[src/source/ulpi_pkg.sv]
package ulpi_pkg;

  // UTMI line state as reported in RX CMD bits 1:0
  typedef enum logic [1:0] {
    LS_SE0 = 2'd0,
    LS_J   = 2'd1,
    LS_K   = 2'd2,
    LS_SE1 = 2'd3
  } line_state_e;

  // Attach, reset, suspend and chirp sequencer
  typedef enum logic [3:0] {
    LX_INIT           = 4'h0,
    LX_WRITE_REG      = 4'h1,
    LX_WAIT           = 4'h2,
    LX_RESET          = 4'h3,
    LX_SUSPEND        = 4'h4,
    LX_IDLE           = 4'h5,
    LX_STOP           = 4'h6,
    LX_CHIRP_START    = 4'h7,
    LX_CHIRP_STARTK   = 4'h8,
    LX_CHIRPK         = 4'h9,
    LX_CHIRPKJ        = 4'ha,
    LX_SWITCH_FSSTART = 4'hb,
    LX_SWITCH_FS      = 4'hc
  } link_state_e;

  // Operations the transmit engine can run
  typedef enum logic {
    OP_REG_WRITE = 1'b0,
    OP_NOPID     = 1'b1
  } ulpi_op_e;

  // TXCMD bytes
  localparam logic [7:0] TXCMD_REGW    = 8'h80;  // Register write, low six bits are the address
  localparam logic [7:0] REG_FUNC_CTRL = 8'h84;
  localparam logic [7:0] REG_OTG_CTRL  = 8'h8A;
  localparam logic [7:0] TXCMD_NOPID   = 8'h40;

  // Function control values
  localparam logic [7:0] FUNC_FS    = 8'h45;  // FS, normal op, suspendM
  localparam logic [7:0] FUNC_CHIRP = 8'h54;  // HS, chirp opmode
  localparam logic [7:0] FUNC_HS    = 8'h40;  // HS, normal op

  localparam int TIMER_W = 18;

  // APB register offsets
  localparam logic [3:0] APB_PHYW   = 4'h0;
  localparam logic [3:0] APB_STATUS = 4'h4;

endpackage

[src/source/ulpi_req_if.sv]
interface ulpi_req_if;
  import ulpi_pkg::*;

  logic       req;
  ulpi_op_e   op;
  logic [7:0] addr;   // TXCMD byte for a register write
  logic [7:0] data;
  logic       busy;
  logic       done;   // One cycle, when STP goes out
  logic       stop;   // Ends a NOPID transmit

  modport requester (
    output req, op, addr, data, stop,
    input  busy, done
  );

  modport engine (
    input  req, op, addr, data, stop,
    output busy, done
  );

endinterface

[src/source/ulpi_apb_regs.sv]
module ulpi_apb_regs (
  input  logic                  clock,
  input  logic                  reset,
  input  logic                  psel_i,
  input  logic                  penable_i,
  input  logic                  pwrite_i,
  input  logic [3:0]            paddr_i,
  input  logic [31:0]           pwdata_i,
  output logic [31:0]           prdata_o,
  output logic                  pready_o,
  output logic                  pslverr_o,
  ulpi_req_if.requester         req_if,
  input  ulpi_pkg::line_state_e line_state_i,
  input  logic [1:0]            vbus_state_i,
  input  logic [1:0]            rx_event_i,
  input  logic                  high_speed_i,
  input  logic                  usb_reset_i
);
  import ulpi_pkg::*;

  typedef enum logic [1:0] {AP_IDLE, AP_REQ, AP_WAIT, AP_DONE} apb_state_e;

  apb_state_e state_q;
  logic       access;
  logic       phyw_wr;
  logic       mapped;
  logic [7:0] addr_q;
  logic [7:0] data_q;
  logic [7:0] status;

  assign access  = psel_i && penable_i;
  assign phyw_wr = access && pwrite_i && (paddr_i == APB_PHYW);
  assign mapped  = (paddr_i == APB_PHYW) || (paddr_i == APB_STATUS);

  // PHY write holds the APB access until the engine is done
  always_ff @(posedge clock) begin
    if (reset) begin
      state_q <= AP_IDLE;
    end else begin
      case (state_q)
        AP_IDLE: if (phyw_wr) state_q <= AP_REQ;
        AP_REQ:  if (req_if.busy) state_q <= AP_WAIT;
        AP_WAIT: if (req_if.done) state_q <= AP_DONE;
        default: state_q <= AP_IDLE;  // AP_DONE, pready cycle
      endcase
    end
  end

  always_ff @(posedge clock) begin
    if (state_q == AP_IDLE && phyw_wr) begin
      addr_q <= TXCMD_REGW + {2'b00, pwdata_i[13:8]};
      data_q <= pwdata_i[7:0];
    end
  end

  assign req_if.req  = (state_q == AP_REQ);
  assign req_if.op   = OP_REG_WRITE;
  assign req_if.addr = addr_q;
  assign req_if.data = data_q;
  assign req_if.stop = 1'b0;

  // Everything but a PHY write finishes in its access cycle
  assign pready_o  = (state_q == AP_DONE) || (state_q == AP_IDLE && access && !phyw_wr);
  assign pslverr_o = (state_q == AP_IDLE) && access && !mapped;

  assign status = {usb_reset_i, high_speed_i, rx_event_i, vbus_state_i, line_state_i};

  assign prdata_o = (access && !pwrite_i && paddr_i == APB_STATUS) ? {24'h0, status} : 32'h0;

endmodule

[src/source/ulpi_line_state.sv]
module ulpi_line_state #(
  parameter bit                            HIGH_SPEED    = 1'b1,
  parameter logic [ulpi_pkg::TIMER_W-1:0] SUSPEND_TIME  = 18'd190000,  // ~3 ms
  parameter logic [ulpi_pkg::TIMER_W-1:0] RESET_TIME    = 18'd190000,  // ~3 ms
  parameter logic [ulpi_pkg::TIMER_W-1:0] CHIRP_K_TIME  = 18'd66000,   // ~1 ms
  parameter logic [ulpi_pkg::TIMER_W-1:0] CHIRP_KJ_TIME = 18'd120,     // ~2 us
  parameter logic [ulpi_pkg::TIMER_W-1:0] SWITCH_TIME   = 18'd6000     // ~100 us
) (
  input  logic                  clock,
  input  logic                  reset,
  input  logic                  ulpi_dir_i,
  input  logic                  ulpi_nxt_i,
  input  logic [7:0]            ulpi_data_i,
  ulpi_req_if.requester         req_if,
  output ulpi_pkg::line_state_e line_state_o,
  output logic [1:0]            vbus_state_o,
  output logic [1:0]            rx_event_o,
  output logic                  high_speed_o,
  output logic                  usb_reset_o
);
  import ulpi_pkg::*;

  link_state_e          state_q;
  link_state_e          next_q;     // Where to go once a write is done
  logic                 dir_q;
  logic [7:0]           dat_q;
  logic                 rx_cmd_q;
  line_state_e          line_state_q;
  logic [1:0]           vbus_q;
  logic [1:0]           rx_event_q;
  logic                 ls_changed;
  logic [TIMER_W-1:0]   st_count;
  logic [2:0]           kj_count;
  logic                 kj_done;
  logic                 hs_q;
  logic                 usb_rst_q;
  logic                 wr_go;
  logic [7:0]           wr_addr;
  logic [7:0]           wr_data;
  logic [7:0]           addr_q;
  logic [7:0]           data_q;

  // Input registers
  always_ff @(posedge clock) begin
    dir_q <= ulpi_dir_i;
    dat_q <= ulpi_data_i;
  end

  // RX CMD decode, skipping the turnaround cycle
  always_ff @(posedge clock) begin
    if (reset) begin
      rx_cmd_q     <= 1'b0;
      line_state_q <= LS_SE0;
      vbus_q       <= 2'b00;
      rx_event_q   <= 2'b00;
    end else begin
      rx_cmd_q <= dir_q && ulpi_dir_i && !ulpi_nxt_i;
      if (rx_cmd_q) begin
        line_state_q <= line_state_e'(dat_q[1:0]);
        vbus_q       <= dat_q[3:2];
        rx_event_q   <= dat_q[5:4];
      end
    end
  end

  assign ls_changed = rx_cmd_q && (dat_q[1:0] != line_state_q);

  // Time since last line state change, and host KJ count
  always_ff @(posedge clock) begin
    if (reset || ls_changed || state_q == LX_CHIRP_STARTK || state_q == LX_SWITCH_FSSTART) begin
      st_count <= '0;
    end else if (st_count != '1) begin
      st_count <= st_count + 1'b1;
    end

    if (reset || state_q != LX_CHIRPKJ) begin
      kj_count <= 3'd0;
    end else if (ls_changed && dat_q[1:0] == LS_J && kj_count != 3'd7) begin
      kj_count <= kj_count + 3'd1;
    end
  end

  assign kj_done = (kj_count > 3'd3) && (st_count > CHIRP_KJ_TIME);

  // Which PHY register write a state starts
  always_comb begin
    wr_go   = 1'b0;
    wr_addr = REG_FUNC_CTRL;
    wr_data = FUNC_FS;
    case (state_q)
      LX_INIT: begin
        wr_go   = 1'b1;
        wr_addr = REG_OTG_CTRL;
        wr_data = 8'h00;
      end
      LX_SWITCH_FSSTART: wr_go = 1'b1;
      LX_CHIRP_START: begin
        wr_go   = 1'b1;
        wr_data = FUNC_CHIRP;
      end
      LX_CHIRPKJ: begin
        wr_go   = kj_done;
        wr_data = FUNC_HS;
      end
      default: wr_go = 1'b0;
    endcase
  end

  always_ff @(posedge clock) begin
    if (wr_go) begin
      addr_q <= wr_addr;
      data_q <= wr_data;
    end
  end

  always_ff @(posedge clock) begin
    if (reset) begin
      state_q   <= LX_INIT;
      next_q    <= LX_IDLE;
      hs_q      <= 1'b0;
      usb_rst_q <= 1'b0;
    end else begin
      if (wr_go) begin
        state_q <= LX_WRITE_REG;
      end
      case (state_q)
        LX_INIT:           next_q <= LX_SWITCH_FSSTART;
        LX_SWITCH_FSSTART: begin
          next_q <= LX_SWITCH_FS;
          hs_q   <= 1'b0;  // Back to full speed
        end
        LX_CHIRP_START:    next_q <= LX_CHIRP_STARTK;
        LX_CHIRPKJ: begin
          if (kj_done) begin
            next_q <= LX_IDLE;
            hs_q   <= 1'b1;
          end
        end
        LX_WRITE_REG:    if (req_if.busy) state_q <= LX_WAIT;
        LX_WAIT:         if (req_if.done) state_q <= next_q;
        LX_CHIRP_STARTK: if (req_if.busy) state_q <= LX_CHIRPK;
        LX_CHIRPK:       if (st_count > CHIRP_K_TIME) state_q <= LX_STOP;
        LX_STOP:         if (req_if.done) state_q <= LX_CHIRPKJ;
        LX_IDLE: begin
          usb_rst_q <= 1'b0;
          if (line_state_q == LS_SE0 && st_count > RESET_TIME) begin
            state_q <= LX_RESET;
          end else if (!hs_q && line_state_q == LS_J && st_count > SUSPEND_TIME) begin
            state_q <= LX_SUSPEND;
          end
        end
        LX_RESET: begin
          usb_rst_q <= 1'b1;
          if (HIGH_SPEED) begin
            state_q <= hs_q ? LX_SWITCH_FSSTART : LX_CHIRP_START;
          end else if (line_state_q != LS_SE0) begin
            state_q <= LX_IDLE;
          end
        end
        LX_SUSPEND: if (line_state_q != LS_J) state_q <= LX_IDLE;
        LX_SWITCH_FS: begin
          // Still SE0 after leaving HS means a bus reset
          if (st_count > SWITCH_TIME) begin
            if (usb_rst_q && HIGH_SPEED && line_state_q == LS_SE0) begin
              state_q <= LX_CHIRP_START;
            end else begin
              state_q <= LX_IDLE;
            end
          end
        end
        default: state_q <= LX_INIT;
      endcase
    end
  end

  assign req_if.req  = (state_q == LX_WRITE_REG) || (state_q == LX_CHIRP_STARTK);
  assign req_if.op   = (state_q == LX_CHIRP_STARTK) ? OP_NOPID : OP_REG_WRITE;
  assign req_if.addr = addr_q;
  assign req_if.data = data_q;
  assign req_if.stop = (state_q == LX_STOP);  // Ends the chirp K

  assign line_state_o = line_state_q;
  assign vbus_state_o = vbus_q;
  assign rx_event_o   = rx_event_q;
  assign high_speed_o = hs_q;
  assign usb_reset_o  = usb_rst_q;

endmodule

[src/source/ulpi_link_top.sv]
module ulpi_link_top #(
  parameter bit                            HIGH_SPEED    = 1'b1,
  parameter logic [ulpi_pkg::TIMER_W-1:0] SUSPEND_TIME  = 18'd190000,
  parameter logic [ulpi_pkg::TIMER_W-1:0] RESET_TIME    = 18'd190000,
  parameter logic [ulpi_pkg::TIMER_W-1:0] CHIRP_K_TIME  = 18'd66000,
  parameter logic [ulpi_pkg::TIMER_W-1:0] CHIRP_KJ_TIME = 18'd120,
  parameter logic [ulpi_pkg::TIMER_W-1:0] SWITCH_TIME   = 18'd6000
) (
  input  logic        clock,
  input  logic        reset,
  // ULPI
  input  logic        ulpi_dir_i,
  input  logic        ulpi_nxt_i,
  input  logic [7:0]  ulpi_data_i,
  output logic [7:0]  ulpi_data_o,
  output logic        ulpi_data_oe_o,
  output logic        ulpi_stp_o,
  // APB
  input  logic        psel_i,
  input  logic        penable_i,
  input  logic        pwrite_i,
  input  logic [3:0]  paddr_i,
  input  logic [31:0] pwdata_i,
  output logic [31:0] prdata_o,
  output logic        pready_o,
  output logic        pslverr_o,
  output logic        high_speed_o,
  output logic        usb_reset_o
);
  import ulpi_pkg::*;

  line_state_e line_state;
  logic [1:0]  vbus_state;
  logic [1:0]  rx_event;

  ulpi_req_if ls_req_if ();
  ulpi_req_if apb_req_if ();
  ulpi_req_if phy_req_if ();

  ulpi_line_state #(
    .HIGH_SPEED    (HIGH_SPEED),
    .SUSPEND_TIME  (SUSPEND_TIME),
    .RESET_TIME    (RESET_TIME),
    .CHIRP_K_TIME  (CHIRP_K_TIME),
    .CHIRP_KJ_TIME (CHIRP_KJ_TIME),
    .SWITCH_TIME   (SWITCH_TIME)
  ) ulpi_line_state_inst (
    .clock        (clock),
    .reset        (reset),
    .ulpi_dir_i   (ulpi_dir_i),
    .ulpi_nxt_i   (ulpi_nxt_i),
    .ulpi_data_i  (ulpi_data_i),
    .req_if       (ls_req_if),
    .line_state_o (line_state),
    .vbus_state_o (vbus_state),
    .rx_event_o   (rx_event),
    .high_speed_o (high_speed_o),
    .usb_reset_o  (usb_reset_o)
  );

  ulpi_apb_regs ulpi_apb_regs_inst (
    .clock        (clock),
    .reset        (reset),
    .psel_i       (psel_i),
    .penable_i    (penable_i),
    .pwrite_i     (pwrite_i),
    .paddr_i      (paddr_i),
    .pwdata_i     (pwdata_i),
    .prdata_o     (prdata_o),
    .pready_o     (pready_o),
    .pslverr_o    (pslverr_o),
    .req_if       (apb_req_if),
    .line_state_i (line_state),
    .vbus_state_i (vbus_state),
    .rx_event_i   (rx_event),
    .high_speed_i (high_speed_o),
    .usb_reset_i  (usb_reset_o)
  );

  // Line state wins over software writes
  ulpi_req_arbiter ulpi_req_arbiter_inst (
    .clock (clock),
    .reset (reset),
    .hi    (ls_req_if),
    .lo    (apb_req_if),
    .out   (phy_req_if)
  );

  ulpi_tx_engine ulpi_tx_engine_inst (
    .clock          (clock),
    .reset          (reset),
    .req_if         (phy_req_if),
    .ulpi_dir_i     (ulpi_dir_i),
    .ulpi_nxt_i     (ulpi_nxt_i),
    .ulpi_data_o    (ulpi_data_o),
    .ulpi_data_oe_o (ulpi_data_oe_o),
    .ulpi_stp_o     (ulpi_stp_o)
  );

endmodule

[src/source/ulpi_req_arbiter.sv]
module ulpi_req_arbiter (
  input  logic          clock,
  input  logic          reset,
  ulpi_req_if.engine    hi,    // Line state controller
  ulpi_req_if.engine    lo,    // APB registers
  ulpi_req_if.requester out
);

  logic gnt_valid_q;
  logic gnt_hi_q;

  // Grant is locked until the engine reports done
  always_ff @(posedge clock) begin
    if (reset) begin
      gnt_valid_q <= 1'b0;
      gnt_hi_q    <= 1'b0;
    end else if (!gnt_valid_q) begin
      if (hi.req) begin
        gnt_valid_q <= 1'b1;
        gnt_hi_q    <= 1'b1;
      end else if (lo.req) begin
        gnt_valid_q <= 1'b1;
        gnt_hi_q    <= 1'b0;
      end
    end else if (out.done) begin
      gnt_valid_q <= 1'b0;
    end
  end

  assign out.req  = gnt_valid_q && (gnt_hi_q ? hi.req : lo.req);
  assign out.op   = gnt_hi_q ? hi.op : lo.op;
  assign out.addr = gnt_hi_q ? hi.addr : lo.addr;
  assign out.data = gnt_hi_q ? hi.data : lo.data;
  assign out.stop = gnt_valid_q && (gnt_hi_q ? hi.stop : lo.stop);

  // Status only goes back to the owner
  assign hi.busy = gnt_valid_q && gnt_hi_q && out.busy;
  assign hi.done = gnt_valid_q && gnt_hi_q && out.done;
  assign lo.busy = gnt_valid_q && !gnt_hi_q && out.busy;
  assign lo.done = gnt_valid_q && !gnt_hi_q && out.done;

endmodule

[src/source/ulpi_tx_engine.sv]
module ulpi_tx_engine (
  input  logic       clock,
  input  logic       reset,
  ulpi_req_if.engine req_if,
  input  logic       ulpi_dir_i,
  input  logic       ulpi_nxt_i,
  output logic [7:0] ulpi_data_o,
  output logic       ulpi_data_oe_o,
  output logic       ulpi_stp_o
);
  import ulpi_pkg::*;

  typedef enum logic [2:0] {TX_IDLE, TX_CMD, TX_DATA, TX_HOLD, TX_STP} tx_state_e;

  tx_state_e  state_q;
  logic       dir_q;
  logic       drive_ok;
  ulpi_op_e   op_q;
  logic [7:0] addr_q;
  logic [7:0] data_q;

  // Bus is ours only after two low dir samples
  assign drive_ok = !ulpi_dir_i && !dir_q;

  always_ff @(posedge clock) begin
    if (reset) begin
      state_q <= TX_IDLE;
      dir_q   <= 1'b1;
    end else begin
      dir_q <= ulpi_dir_i;
      case (state_q)
        TX_IDLE: if (req_if.req) state_q <= TX_CMD;
        TX_CMD: begin
          if (drive_ok && ulpi_nxt_i) begin
            state_q <= (op_q == OP_NOPID) ? TX_HOLD : TX_DATA;
          end
        end
        TX_DATA: begin
          if (!drive_ok) begin
            state_q <= TX_CMD;  // PHY took the bus, start over
          end else if (ulpi_nxt_i) begin
            state_q <= TX_STP;
          end
        end
        TX_HOLD: begin
          if (!drive_ok) begin
            state_q <= TX_CMD;
          end else if (req_if.stop) begin
            state_q <= TX_STP;
          end
        end
        default: state_q <= drive_ok ? TX_IDLE : TX_CMD;  // TX_STP
      endcase
    end
  end

  always_ff @(posedge clock) begin
    if (state_q == TX_IDLE && req_if.req) begin
      op_q   <= req_if.op;
      addr_q <= req_if.addr;
      data_q <= req_if.data;
    end
  end

  always_comb begin
    case (state_q)
      TX_CMD:  ulpi_data_o = (op_q == OP_NOPID) ? TXCMD_NOPID : addr_q;
      TX_DATA: ulpi_data_o = data_q;
      default: ulpi_data_o = 8'h00;  // Idle, hold and STP drive zero
    endcase
  end

  assign ulpi_data_oe_o = drive_ok && (state_q != TX_IDLE);
  assign ulpi_stp_o     = drive_ok && (state_q == TX_STP);

  assign req_if.busy = (state_q != TX_IDLE);
  assign req_if.done = ulpi_stp_o;

endmodule

[config.mk]
export PLATFORM = sky130hd
export DESIGN_NAME = ulpi_link_top
export DESIGN_NICKNAME = d
export VERILOG_FILES = /design/src/source/ulpi_pkg.sv /design/src/source/ulpi_req_if.sv /design/src/source/ulpi_apb_regs.sv /design/src/source/ulpi_line_state.sv /design/src/source/ulpi_link_top.sv /design/src/source/ulpi_req_arbiter.sv /design/src/source/ulpi_tx_engine.sv
export SDC_FILE = /design/constraint.sdc
export NUM_CORES = 1
export LEC_CHECK = 0
export BUFFER_PORTS_ARGS = -buffer_cell sky130_fd_sc_hd__buf_2
export CORE_MARGIN = 2
export CORE_UTILIZATION = 50
export DETAILED_ROUTE_END_ITERATION = 8
export PLACE_DENSITY = 0.83
export SLEW_MARGIN = 20
export SYNTH_ARGS = -nofsm -noshare
export SYNTH_HDL_FRONTEND = slang
export SYNTH_SLANG_ARGS = --single-unit
[constraint.sdc]
create_clock -name clock -period 2.4 [get_ports clock]
set_input_delay 0.12 -clock clock [delete_from_list [all_inputs] [get_ports clock]]
set_output_delay 0.12 -clock clock [all_outputs]
set_load 0.1 [all_outputs]
# Yosys cells after proc, flatten, opt, wreduce, memory -nomap -nowiden
# Index checks and enable logic that the tools add are counted.
# op_classes
n_addsub,3
order_cmp,5
eq_ne,35
mux,48
bitwise,1
n_reduce_logical,64
# op_table
op,n
$mux 4,13
$pmux 4 s10,1
$logic_and 1x1->1,32
$mux 8,4
$pmux 7 s3,1
$eq 4x3->1 const B,5
$eq 4x4->1 const B,5
$add 18x1->18 const B,1
$gt 18x13->1 const B,1
$gt 18x17->1 const B,1
$gt 18x18->1 const B,1
$gt 18x7->1 const B,1
$mux 3,6
$ne 18x18->1 const B,1
$pmux 4 s4,1
$pmux 8 s2,1
$mux 1,12
$pmux 3 s4,1
$ne 2x1->1 const B,5
$ne 3x3->1 const B,3
$add 8x6->8 const A,1
$eq 4x2->1 const B,2
$logic_not 1->1,8
$logic_not 4->1,2
other kinds (26),47
# totals
register_bits,102
inputBits,51
out_inout_bits,46
word_cells,180

# Longest topological paths before layout
# depth
word_depth,7
mapped_depth,9
depth_no_buf,9

# Cells and area by module
# A second synthesis with hierarchy kept.
# unflattened
hier_cells,510
hier_area_um2,5039.8
# modules_own_cells
module,instances,cells_per_inst,area_each_um2,seq_area_each_um2
ulpi_line_state,1,321,2741.4,1081.0
ulpi_apb_regs,1,81,942.2,460.4
ulpi_tx_engine,1,71,917.1,590.6
ulpi_req_arbiter,1,37,439.2,40.0

# Worst setup path after synthesis
# Ideal clock, no wire load.
# synth_path
path_type,register to output
start,register ulpi_tx_engine_inst.state_q[0]
end,output port ulpi_data_oe_o
arrival_time_ns,2.641
required_ns,2.280
setup_slack_ns,-0.361
stages_incl_launch_ff,4
n_path_buf,1
cell_sequence,dfxtp_1 > clkbuf_1 > nor3_1 > nor3_1
# synth_via
elab_chain_len,2
# synth_rtl
item,line,text
"start, declared",ulpi_tx_engine.sv:15,tx_state_e state_q;
"start signal, assigned",ulpi_tx_engine.sv:35,state_q <= (op_q == OP_NOPID) ? TX_HOLD : TX_DATA;
"start signal, assigned",ulpi_tx_engine.sv:52,default: state_q <= drive_ok ? TX_IDLE : TX_CMD;
$reduce_bool 3->1,ulpi_tx_engine.sv:73,assign ulpi_data_oe_o = drive_ok && (state_q != TX_IDLE);
$logic_and 1x1->1,ulpi_tx_engine.sv:73,
"end, declared",ulpi_link_top.sv:16,"output logic ulpi_data_oe_o,"
# Every way passes these cells.

# Worst setup path in the final report
# layout_path
start,register ulpi_line_state_inst.st_count[13]
end,register ulpi_line_state_inst.state_q[0]
# layout_via
elab_chain_len,7
elab_cells_between_ends,19
classes_between,order compare (4); mux (12); reduce/logical (3)
# layout_rtl
item,line,text
"start, declared",ulpi_line_state.sv:32,logic [TIMER_W-1:0] st_count;
"start signal, assigned",ulpi_line_state.sv:73,st_count <= st_count + 1'b1;
$gt 18x7->1,ulpi_line_state.sv:83,assign kj_done = (kj_count > 3'd3) && (st_count > CHIRP_KJ_TIME);
$logic_and 1x1->1,ulpi_line_state.sv:83,
$pmux 1 s2,ulpi_line_state.sv:90,case (state_q)
$mux 4,ulpi_line_state.sv:123,if (wr_go) begin
$mux 4,ulpi_line_state.sv:148,end else if (!hs_q && line_state_q == LS_J && st_count > SUSPEND_TIME) begin
$mux 4,ulpi_line_state.sv:146,if (line_state_q == LS_SE0 && st_count > RESET_TIME) begin
$pmux 4 s10 (*),ulpi_line_state.sv:126,case (state_q)
"end signal, assigned",ulpi_line_state.sv:140,LX_WAIT: if (req_if.done) state_q <= next_q;
"end signal, assigned",ulpi_line_state.sv:155,state_q <= hs_q ? LX_SWITCH_FSSTART : LX_CHIRP_START;
"end, declared",ulpi_line_state.sv:23,link_state_e state_q;
# Every way passes the cells marked *; elsewhere a longest branch is shown, timed or not.
# A chain may end at the register's enable or synchronous reset.

==> results.json <==
{
  "status": "finished clean",
  "met2_usage": 0.375,
  "busiest_layer": "met2",
  "crit_type": "reg2reg",
  "hp-class": "in2reg",
  "critPathMaxStageDelay_ns": 0.59,
  "dp_cells": 644,
  "setup_tns_ns": 0,
  "hpwlAfterDp_mm": 7.53,
  "areaGrowthSynthToFinish_pct": 17.6,
  "drtIter0Drc": 320,
  "die_width_um": 99.3,
  "syn_inst": 485,
  "worstSetupStartpointType": "flip-flop",
  "gp_congestion": 0.934,
  "final_core_util": 0.610,
  "leakage_uw": 0.00210,
  "irDropWorstVdd_uv": 284,
  "rr_worst_depth": 7,
  "initial_core_util": 0.518,
  "finalHoldViolations": 0,
  "setup_viol": 0,
  "yosys_warnings": 0,
  "cp.arrival_ns": 2.60,
  "ys_async_sr_fraction": 0,
  "maxCapViolCount": 0,
  "regArea_sq_mm": 0.00211,
  "cp.required_ns": 2.68,
  "cp.depth": 7,
  "ys.flop_type": "dfxtp_1",
  "die_h_um": 99.3,
  "num_antenna_cells": 0,
  "syn_area_per_cell_sq_um": 9.36,
  "grt_pass1_vias": 3586,
  "use_met3": 0.0365,
  "clock_path_buffers": 2,
  "min_period_ns": 2.32,
  "maxSlewViolCount": 0,
  "final_nets": 629,
  "use_met1": 0.264,
  "antenna_found_initial": 0,
  "cts-root-buf": "clkbuf_8",
  "r2r_start": "ulpi_line_state_inst.st_count[13]",
  "cp_num_buf_inv": 0,
  "p_per_area_mw_per_mm2": 607,
  "wire_per_inst_um": 15.5,
  "clk_pin_slew_ns": 0.10,
  "fmax_mhz": 431,
  "mostFrequentLayoutCells": "68 x nor2_1, 53 x dfxtp_1, 52 x buf_2",
  "cts-resized-gates": 0,
  "synth-seq-cells": 88,
  "fillers": 742,
  "grt_overflow_total": 0,
  "grt_max_degree": 24,
  "dp_worst_setup_slack_ns": 0.172,
  "drive_gt1_frac": 0.192,
  "numCtsBuffers": 9,
  "drc": 0,
  "io_buffers": 52,
  "gr-usage-all-layers": 0.215,
  "cp_slowest_cell": "or4_4",
  "min_path_cells": 2,
  "vias": 3849,
  "core_sq_mm": 0.00876,
  "skew_ns": 0.0150,
  "ys_seq_area_frac": 0.465,
  "fin_crit_sh": 0.968,
  "crit_chain": "or4_4 -> a211oi_2 -> o32a_1 -> o221ai_1 -> a2111oi_4 -> a21oi_1 -> o21ba_1",
  "cts_sinks": 88,
  "multi_input_area_sq_mm": 0.00220,
  "fp-row-count": 34,
  "r2r_end": "ulpi_line_state_inst.state_q[0]",
  "synth-edff-count": 35,
  "first_pass_iters": 5,
  "die_area_sq_mm": 0.00986,
  "avgViaCountPerCell": 5.65,
  "synthDistinctLibCells": 65,
  "end_kind": "flip-flop",
  "path_max_fanout": 7,
  "final_common_cell": "nor2_1",
  "h-tree-depth": 3,
  "rsz0062_at_grt": "false",
  "layout_setup_ws_ns": 0.0778,
  "cts_tree": "done",
  "wl_mm": 10.5,
  "grt_pass1_wl_mm": 17.0,
  "rrSetupSlack_ns": 0.08,
  "worstMarginPinSlew_ns": 0.485,
  "relSlewSlack": 0.672,
  "min_from": "ulpi_nxt_i",
  "cpLargestDelayFamily": "compound AO/OA/AOI/OAI gates",
  "synth_area_sq_mm": 0.00454,
  "insertion_delay_ns": 0.38,
  "num_io_pins": 97,
  "ant_nets": 0,
  "min_to": "ulpi_line_state_inst.rx_cmd_q",
  "finalNonFillerCells": 681
}
power breakdown:
| group | leakage (uW) | internal (uW) | total, uW | switching [uW] |
|---|---|---|---|---|
| Sequential | 0.000755 | 1610 | 1660 | 42.0 |
| Clock | 0.0000973 | 408 | 1020 | 612 |
| Combinational | 0.00125 | 148 | 567 | 420 |
| Total | 0.00210 | 2170 | 3240 | 1070 |
per-layer routing:
metal	wire, um	up-vias
li1	-	1871
met1	4410	1813
met2	5410	138
met3	467	27
met4	250	0
met5	0	-
repair_timing:
item	CTS	global route
setup buffers	0	0
hold buffers	21	0
hold endpoints to repair	21	0
setup endpoints to repair	0	0
cell families (layout without fill, tap and decap cells):
family                   Yosys count  in the layout  synth area share
flip-flops                        88             88             0.465
adder cells (fa/ha/maj)           10             10            0.0276
XOR/XNOR                          14             14            0.0270
AO/OA/AOI/OAI                     95             95             0.150
buffers and inverters             63            128            0.0719
AND/OR/NAND/NOR                  198            198             0.221
multiplexers                      16             16            0.0369
other                              1             24          0.000826
per-stage QoR:
step | cell area, sq um | power, uW | hold WS [ns]
floorplan | 4640 | 2140 | 0.148
global placement | 4940 | 2200 | 0.224
detailed placement | 4940 | 2230 | 0.224
CTS | 5340 | 3250 | 0.00379
global route | 5340 | 3360 | 0.0135
finish | 5340 | 3240 | 0.0114
worst max-delay path by stage:
stage,start,to
final,ulpi_line_state_inst.st_count[13],ulpi_line_state_inst.state_q[0]
after global routing,ulpi_line_state_inst.st_count[0],ulpi_line_state_inst.state_q[3]
after CTS,ulpi_line_state_inst.st_count[0],ulpi_line_state_inst.state_q[3]
after detailed placement,ulpi_line_state_inst.st_count[0],ulpi_line_state_inst.state_q[3]
after global placement,ulpi_line_state_inst.st_count[13],ulpi_line_state_inst.state_q[0]
after floorplan,ulpi_tx_engine_inst.state_q[1],ulpi_data_o[0]
sequential cells by signal, indices dropped and copies added, names as in the netlist, 3 cells and up:
signal and cells:
ulpi_apb_regs_inst.req_if.addr 6, ulpi_apb_regs_inst.req_if.data 8, ulpi_line_state_inst.dat_q 6, ulpi_line_state_inst.kj_count 3, ulpi_line_state_inst.next_q 4, ulpi_line_state_inst.req_if.data 4
ulpi_line_state_inst.st_count 18, ulpi_line_state_inst.state_q 4, ulpi_tx_engine_inst.addr_q 6, ulpi_tx_engine_inst.data_q 8, ulpi_tx_engine_inst.state_q 3
cell type report:
| cell class | count | share of cell area |
|---|---|---|
| clock buffer | 9 | 0.0232 |
| tap | 108 | 0.0253 |
| sequential | 88 | 0.395 |
| clock inverter | 7 | 0.0131 |
| inverter | 16 | 0.0112 |
| timing repair buffer | 96 | 0.120 |
| multi-input combinational | 357 | 0.411 |
synth_stat cells, drive strengths merged (6+ instances only):
cell | number | share of area
a211oi | 8 | 0.014
nand4 | 6 | 0.0083
edfxtp | 35 | 0.23
a32oi | 6 | 0.012
inv | 16 | 0.013
nand2 | 28 | 0.023
a31oi | 10 | 0.014
nor3 | 21 | 0.023
clkbuf | 20 | 0.017
nor2b | 12 | 0.017
xor2 | 10 | 0.019
and2 | 10 | 0.014
nor2 | 69 | 0.059
nand3 | 14 | 0.015
dfxtp | 53 | 0.23
or3 | 7 | 0.0096
mux2 | 6 | 0.015
a21oi | 24 | 0.026
buf | 27 | 0.042
o21ai | 16 | 0.018
mux2i | 10 | 0.022
and3 | 7 | 0.0096
ha | 10 | 0.028
(Power assumes the default switching activity.)
